`src/design/cs_consts.svh`:
```
/*
  sizes of the writable control store.
  the control logic decodes exactly four slices, so CS_SLICES stays at 4.
  CS_DEPTH must equal 2**CS_ADDR_W.
*/

`ifndef CS_CONSTS_SVH
`define CS_CONSTS_SVH

// microword address width.
`define CS_ADDR_W  8

// microwords held in the store.
`define CS_DEPTH   256

// one cpu data bus word, and one microword slice.
`define CS_SLICE_W 16

// slices per microword, fixed by the 2-to-4 decoders.
`define CS_SLICES  4

`endif

```
`src/design/cs_pkg.sv`:
```
/*
  shared types for the control store.
  widths come from the constants header.
  the microword keeps slice 0 in its low bits.
*/

`include "cs_consts.svh"

`default_nettype none

package cs_pkg;

  // microword address.
  typedef logic [`CS_ADDR_W-1:0] cs_addr_t;

  // data bus word, and one slice of a microword.
  typedef logic [`CS_SLICE_W-1:0] cs_slice_t;

  // rf field, picks one slice.
  typedef logic [$clog2(`CS_SLICES)-1:0] cs_sel_t;

  // active-low strobes, one bit per slice.
  typedef logic [`CS_SLICES-1:0] cs_strobe_t;

  // full microword, slice 3 on top.
  typedef logic [`CS_SLICES*`CS_SLICE_W-1:0] cs_uword_t;

  // request fsm of the control block.
  typedef enum logic [1:0] {
    CS_IDLE = 2'd0,
    CS_WSTB = 2'd1,
    CS_RDEN = 2'd2
  } cs_ctl_state_t;

endpackage

`default_nettype wire

```
`src/design/cs_ctl_if.sv`:
```
/*
  strobes and enables from the control block to the store.
  everything here is driven by the control side.
  all strobes and enables are active low.
*/

`timescale 1ns/1ps
`default_nettype none

interface cs_ctl_if import cs_pkg::*; ();

  // slice write strobes, at most one low.
  cs_strobe_t ww_n;
  // slice readback enables, at most one low.
  cs_strobe_t ew_n;
  // latch half enables and control store latch enable.
  logic       eupp_n;
  logic       elow_n;
  logic       ecsl_n;
  // request payload, held for the strobe cycle.
  cs_addr_t   addr;
  cs_slice_t  wdata;

  modport ctl (
    output ww_n, ew_n, eupp_n, elow_n, ecsl_n, addr, wdata
  );

  modport store (
    input ww_n, ew_n, eupp_n, elow_n, ecsl_n, addr, wdata
  );

endinterface

`default_nettype wire

```
`src/design/cs_ctl.sv`:
```
/*
  control store control. one request per idle cycle, one strobe cycle.
  requests are single-cycle and active low except fetch.
  priority on collision is load, then read, then fetch.
  a request that arrives while busy is dropped, with no back-pressure.
  term_n low in the strobe cycle kills the write strobe.
*/

`timescale 1ns/1ps
`default_nettype none

module cs_ctl import cs_pkg::*; (
  input  logic      clk,
  input  logic      rst_n,
  input  logic      lcs_n,
  input  logic      rwcs_n,
  input  logic      fetch,
  input  logic      brk_n,
  input  logic      term_n,
  input  cs_sel_t   rf,
  input  cs_addr_t  addr,
  input  cs_slice_t data_in,
  cs_ctl_if.ctl     bus
);

  ////////////////////////////////////////
  // request decode
  ////////////////////////////////////////

  cs_ctl_state_t state_q;
  cs_ctl_state_t state_d;
  logic          fetch_q;
  logic          idle;
  logic          ld_req;
  logic          rd_req;
  logic          fe_req;
  logic          wstb_en;
  logic          rden_en;
  cs_sel_t       rf_q;
  cs_addr_t      addr_q;
  cs_slice_t     wdata_q;

  // a fetch in flight also counts as busy.
  assign idle = (state_q == CS_IDLE) && !fetch_q;

  // fixed priority, only one request wins.
  assign ld_req = idle && !lcs_n;
  assign rd_req = idle && lcs_n && !rwcs_n;
  // break freezes the latch, so fetch is ignored.
  assign fe_req = idle && lcs_n && rwcs_n && fetch && brk_n;

  ////////////////////////////////////////
  // state machine
  ////////////////////////////////////////

  always_comb begin
    state_d = state_q;
    case (state_q)
      CS_IDLE: begin
        if (ld_req) begin
          state_d = CS_WSTB;
        end else if (rd_req) begin
          state_d = CS_RDEN;
        end
      end
      // strobe and enable cycles last one clock.
      CS_WSTB: state_d = CS_IDLE;
      CS_RDEN: state_d = CS_IDLE;
      default: state_d = CS_IDLE;
    endcase
  end

  always_ff @(posedge clk or negedge rst_n) begin
    if (!rst_n) begin
      state_q <= CS_IDLE;
      fetch_q <= 1'b0;
    end else begin
      state_q <= state_d;
      // fetch runs beside the fsm as a one-cycle flag.
      fetch_q <= fe_req;
    end
  end

  // request payload, taken with the winning request.
  always_ff @(posedge clk) begin
    if (ld_req || rd_req || fe_req) begin
      rf_q   <= rf;
      addr_q <= addr;
    end
    if (ld_req) begin
      wdata_q <= data_in;
    end
  end

  ////////////////////////////////////////
  // 2-to-4 decoders
  ////////////////////////////////////////

  // one half of a '139, low output picked by sel while enabled.
  function automatic cs_strobe_t dec_2to4_n(input cs_sel_t sel, input logic en);
    cs_strobe_t y;
    y = 4'b1111;
    if (en) begin
      case (sel)
        2'd0:    y = 4'b1110;
        2'd1:    y = 4'b1101;
        2'd2:    y = 4'b1011;
        default: y = 4'b0111;
      endcase
    end
    return y;
  endfunction

  // terminate arrives during the strobe cycle itself.
  assign wstb_en = (state_q == CS_WSTB) && term_n;
  assign rden_en = (state_q == CS_RDEN);

  assign bus.ww_n   = dec_2to4_n(rf_q, wstb_en);
  assign bus.ew_n   = dec_2to4_n(rf_q, rden_en);
  // whole microword is latched, both halves together.
  assign bus.ecsl_n = !fetch_q;
  assign bus.eupp_n = !fetch_q;
  assign bus.elow_n = !fetch_q;
  assign bus.addr   = addr_q;
  assign bus.wdata  = wdata_q;

  ////////////////////////////////////////
  // checks
  ////////////////////////////////////////

  a_ww_onehot: assert property (
    @(posedge clk) disable iff (!rst_n) $onehot0(~bus.ww_n)
  );

  // readback never overlaps a write strobe.
  a_ww_ew_excl: assert property (
    @(posedge clk) disable iff (!rst_n) (&bus.ww_n) || (&bus.ew_n)
  );

endmodule

`default_nettype wire

```
`src/flat_wrapper.sv`:
```
// flat-port wrapper written by rule: the top's interface ports become plain ports
module cs_ctl_flat import cs_pkg::*;
  (clk, rst_n, lcs_n, rwcs_n, fetch, brk_n, term_n, rf, addr, data_in, bus_ww_n, bus_ew_n, bus_eupp_n, bus_elow_n, bus_ecsl_n, bus_addr, bus_wdata);
  cs_ctl_if bus_i ();
  input  logic clk;
  input  logic rst_n;
  input  logic lcs_n;
  input  logic rwcs_n;
  input  logic fetch;
  input  logic brk_n;
  input  logic term_n;
  input  cs_sel_t rf;
  input  cs_addr_t addr;
  input  cs_slice_t data_in;
  output wire logic [$bits(bus_i.ww_n)-1:0] bus_ww_n;
  output wire logic [$bits(bus_i.ew_n)-1:0] bus_ew_n;
  output wire logic [$bits(bus_i.eupp_n)-1:0] bus_eupp_n;
  output wire logic [$bits(bus_i.elow_n)-1:0] bus_elow_n;
  output wire logic [$bits(bus_i.ecsl_n)-1:0] bus_ecsl_n;
  output wire logic [$bits(bus_i.addr)-1:0] bus_addr;
  output wire logic [$bits(bus_i.wdata)-1:0] bus_wdata;
  assign bus_ww_n = bus_i.ww_n;
  assign bus_ew_n = bus_i.ew_n;
  assign bus_eupp_n = bus_i.eupp_n;
  assign bus_elow_n = bus_i.elow_n;
  assign bus_ecsl_n = bus_i.ecsl_n;
  assign bus_addr = bus_i.addr;
  assign bus_wdata = bus_i.wdata;
  cs_ctl u_core (.clk(clk), .rst_n(rst_n), .lcs_n(lcs_n), .rwcs_n(rwcs_n), .fetch(fetch), .brk_n(brk_n), .term_n(term_n), .rf(rf), .addr(addr), .data_in(data_in), .bus(bus_i));
endmodule
```
`config.mk`:
```
export PLATFORM = sky130hd
export DESIGN_NAME = cs_ctl_flat
export DESIGN_NICKNAME = d
export VERILOG_FILES = /design/src/design/cs_pkg.sv /design/src/design/cs_ctl_if.sv /design/src/design/cs_ctl.sv /design/src/flat_wrapper.sv
export VERILOG_INCLUDE_DIRS = /design/src /design/src/design
export SDC_FILE = /design/constraint.sdc
export NUM_CORES = 1
export LEC_CHECK = 0
export ABC_CLOCK_PERIOD_IN_PS = 4300
export BUFFER_PORTS_ARGS = -buffer_cell sky130_fd_sc_hd__buf_2
export CORE_AREA = 10 10 60 62
export CTS_CLUSTER_SIZE = 28
export DETAILED_ROUTE_END_ITERATION = 8
export DIE_AREA = 0 0 70 72
export GPL_ROUTABILITY_DRIVEN = 0
export PLACE_DENSITY = 0.77
export SYNTH_ARGS = -nofsm -noshare
export SYNTH_HDL_FRONTEND = slang
export SYNTH_SLANG_ARGS = --single-unit
```
`constraint.sdc`:
```
create_clock -name clk -period 4.3 [get_ports clk]
set_input_delay 0.43 -clock clk [delete_from_list [all_inputs] [get_ports clk]]
set_output_delay 0.43 -clock clk [all_outputs]
set_load 0.005 [all_outputs]
```
# Word level (Yosys, flattened, before mapping)

Cells that the tools add are included.

Equality and inequality tests: 5
Multiplexer cells: 6
Reduce and logical (&&, ||, !) cells: 15

Operator list:

| operator                                               | count |
|---|---|
| one-hot mux 4 bit (3 select lines)                     | 1 |
| logical AND 1 bit                                      | 8 |
| 2-to-1 mux 4 bit                                       | 2 |
| 2-to-1 mux 2 bit                                       | 3 |
| == test 2 x 1 -> 1 bit (second input constant)         | 2 |
| == test 2 bit (second input constant)                  | 2 |
| logical NOT 2 bit                                      | 2 |
| logical NOT 1 bit                                      | 3 |
| inequality test 3 x 1 -> 1 bit (second input constant) | 1 |
| logical OR 1 bit                                       | 2 |

Flip-flop bits (word level): 29
Bits of input ports: 33
Output and inout bits: 35
Logic and storage cells: 31

# Logic depth before layout (Yosys ltp)

Word-level depth: 7
Depth in mapped cells: 2
Gate-level depth less buffers: 2

# Worst setup path after synthesis

No wires, ideal clock.

Path kind: register -> register
Start: reg u_core.state_q[0]
End: reg u_core.wdata_q[0], in the netlist u_core.bus.wdata[0] (enable)
Setup time: 0.389 ns
Arrival time: 1.490 ns
Data required time: 3.911 ns
Setup slack: 2.422 ns
Stages on the path, launching flop included: 3
Buffers on the path: 0
Period minus slack after synthesis: 1.878 ns
Cell sequence: dfrtp_1 > or3_4 > nor2_1

Longest elaborated chain between the ends: 3

RTL lines:

| element                  | RTL line     | RTL |
|---|---|---|
| start: declaration       | cs_ctl.sv:30 | `cs_ctl_state_t state_q;` |
| start signal: assignment | cs_ctl.sv:78 | `state_q <= state_d;` |
| logical NOT 2 bit        | cs_ctl.sv:44 | `assign idle = (state_q == CS_IDLE) && !fetch_q;` |
| logical AND 1 bit        | cs_ctl.sv:44 |  |
| logical AND 1 bit        | cs_ctl.sv:47 | `assign ld_req = idle && !lcs_n;` |
| via u_core.ld_req        | cs_ctl.sv:34 | `logic ld_req;` |
| end signal: assignment   | cs_ctl.sv:91 | `wdata_q <= data_in;` |
| end: declaration         | cs_ctl.sv:41 | `cs_slice_t wdata_q;` |

The timed path passes the listed nets, and every way through them passes these cells.
A chain may end at the register's enable or synchronous reset.

# Worst setup path in the final report

Same ends and word-level chain as after synthesis.

==> run_results.csv <==
group,metric,value,unit
sta,finalClockSkew,0.00704,ns
critical_path,worstSetupPathType,"flip-flop to flip-flop",
placement,dpl.hpwl,2010,um
sta,finalCritPeriodShare,49.5,%
layout,nets,159,
pwr,total_power,542,uW
die,ios,68,
grt,grt_pass1_wl,3710,um
sta,rsz0062_at_grt,"no",
yosys,async_flop_share,10.3,%
yosys,yosysSeqAreaShare,85.8,%
pwr,powerDensity,385,nW/um^2
die,die-area,5040,sq um
sta,timing_hold_violations_final,0,
yosys,yosysTopAreaCellShare,78.3,%
critical_path,max_stage_delay,0.93,ns
route,drtIter0Drc,15,
layout,drive_gt1_share,61.1,%
layout,syn_to_final_growth,41.4,%
flow_run,maxCapViolations,0,
pwr,vdd_ir_drop_max,0.276,mV
layout,stdcell_count,156,
clocking,clock-sinks,29,
yosys,yosys-top-cells-count,"edfxtp_1 (26), nand2_1 (8), dfrtp_1 (3), nor2_1 (3)",
critical_path,worstPathCellList,"or3_4 > nor2_1",
die,core_area,2430,sq um
yosys,synth.area.top_cells,"edfxtp_1 (78%), dfrtp_1 (7.5%), nand2_1 (3.0%)",
route,dr.pass1.iters,2,
clocking,clock_latency,0.31,ns
critical_path,end_kind,"flip-flop",
worst_hold_path,worstHoldPathCells,1,
run_status,status,"finished, final reports clean",
sta,clock.fmax,0.470,GHz
critical_path,required,4.23,ns
sta,setup_viol_count_final,0,
clocking,path_clk_slew,0.08,ns
sta,setup_slack,2.17,ns
critical_path,ff2ff_path_depth,2,
sta,min_period,2.13,ns
yosys,ys_ff_latch,29,
route,post_drt_wl_per_cell,15.0,um
clocking,clockRootBuffer,"clkbuf_4",
sta,fin_setup_tns,0,ns
yosys,synth_warnings,0,
die,die_width,70,um
sta,timing.hold.ws,0.287,ns
route,vias_per_cell,4.47,
route,drcViolationCount,0,
clocking,cts_buffers,5,
grt,grtUsageTotal,9.37,%
pwr,leakage,0.000604,uW
route,postRouteAntennaNets,0,
yosys,syn_avg_cell_area,18.8,sq um
yosys,synth_cell_types,14,
worst_hold_path,min_path_type,"input pin to flip-flop",
grt,grt_pass1_vias,796,
yosys,syn_nets,86,
placement,portBuffers,67,
die,rows,18,
clocking,tritoncts,"done",
route,wl,2340,um
clocking,cts_setup_buffers,0,
yosys,yosysTopAreaCell,"edfxtp_1",
sta,worstMarginPinSlew,1.22,ns
clocking,cts_resized,0,
clocking,cts_buffer_depth,2,
yosys,synth_top_flop_cell,"edfxtp_1",
yosys,synth_cells,53,
grt,grt-ovfl-total,0,
die,die_h,72,um
layout,diodes,0,
sta,slew_headroom,18.3,%
critical_path,crit_path_max_fanout,16,
yosys,syn_area,997,sq um
critical_path,slowest_stage,"nor2_1",
grt,antenna_found_initial,0,
critical_path,critPathArrivalTime,2.06,ns
clocking,cts_htree_levels,2,
yosys,synth.most_common_cell,"edfxtp_1",
sta,maxSlewViolCount,0,
route,via_count,697,
grt,grt_max_degree,17,
yosys,synth_edf_count,26,
placement,dp_slack,2.12,ns
die,start_util,41.0,%
critical_path,cp-start-kind,"flip-flop",
placement,dp_cells,148,
layout make-up:
class / instances / area [sq um]
Timing Repair Buffer: 68 / 345
Tap cell: 30 / 37.5
Sequential cell: 29 / 856
Clock inverter: 1 / 3.75
Clock buffer: 6 / 41.3
Inverter: 1 / 3.75
Fill cell: 209 / 1020
Multi-Input combinational cell: 21 / 123
repair_timing:
item / 4_1_cts / 5_1_grt
hold buffers: 1 / 0
endpoints found under the hold margin: 3 / 0
endpoints found under the setup margin: 0 / 0
worst paths after layout:
path | to | slack, ns | from
max reg2reg | u_core.bus.wdata[0]$_DFFE_PP_ | 2.17 | u_core.state_q[0]$_DFFE_PN0P_
min in group asynchronous | u_core.fetch_q$_DFF_PN0_ | 0.44 | rst_n
max | u_core.bus.wdata[0]$_DFFE_PP_ | 2.17 | u_core.state_q[0]$_DFFE_PN0P_
min | u_core.bus.wdata[13]$_DFFE_PP_ | 0.29 | data_in[13]
max in group asynchronous | u_core.state_q[0]$_DFFE_PN0P_ | 3.75 | rst_n
min reg2reg | u_core.fetch_q$_DFF_PN0_ | 0.58 | u_core.fetch_q$_DFF_PN0_
where the power goes:
| group | leakage (uW) | total (uW) | switching (uW) | internal (uW) |
|---|---|---|---|---|
| Combinational | 0.000289 | 62.0 | 32.3 | 29.8 |
| Clock | 0.0000258 | 137 | 78.3 | 59.1 |
| Sequential | 0.000289 | 343 | 7.04 | 336 |
registers in the layout, indices dropped and copies added, names as in the netlist:
name / cells
u_core.bus.addr: 8
u_core.bus.wdata: 16
u_core.fetch_q: 1
u_core.rf_q: 2
u_core.state_q: 2
layout by cell type, fill, tap and decap left out:
cell type,n
nor3b_2,1
nor2b_1,2
or3_4,1
clkbuf_1,1
clkinv_1,1
dfrtp_1,3
edfxtp_1,26
and2b_2,1
buf_2,67
and3b_2,1
clkbuf_4,5
a31oi_1,1
inv_1,1
nor2_1,3
nor3_2,1
nand3_1,2
nand2_1,8
dlygate4sd3_1,1
stage by stage:
step / instance area, sq um / utilization (%)
after detailed placement: 1360 / 55.7
after CTS: 1410 / 58.0
after global routing: 1410 / 58.0
after global placement: 1360 / 55.7
after floorplan: 997 / -
final: 1410 / 58.0
layer usage:
| metal | vias to the layer above | track usage, % | share of wire (%) |
|---|---|---|---|
| met1 | 302 | 8.63 | 37 |
| met2 | 54 | 13.5 | 43 |
| li1 | 339 | - | - |
| met5 | - | 0 | 0 |
| met4 | 0 | 4.61 | 0.90 |
| met3 | 2 | 9.25 | 19 |
cells by family after synthesis:
kind of cell	after synthesis	share of synthesized area, %
DFF	29	85.8
and+or+nand+nor	20	11.7
buffers and inverters	3	1.88
AOI/OAI and AO/OA	1	0.628
critical path: cells and delay by family, from the launching register on:
family        cells  cell delay [ns]
flops             1             0.39
simple gates      2             1.35
Power figures use the tool's default switching activity.
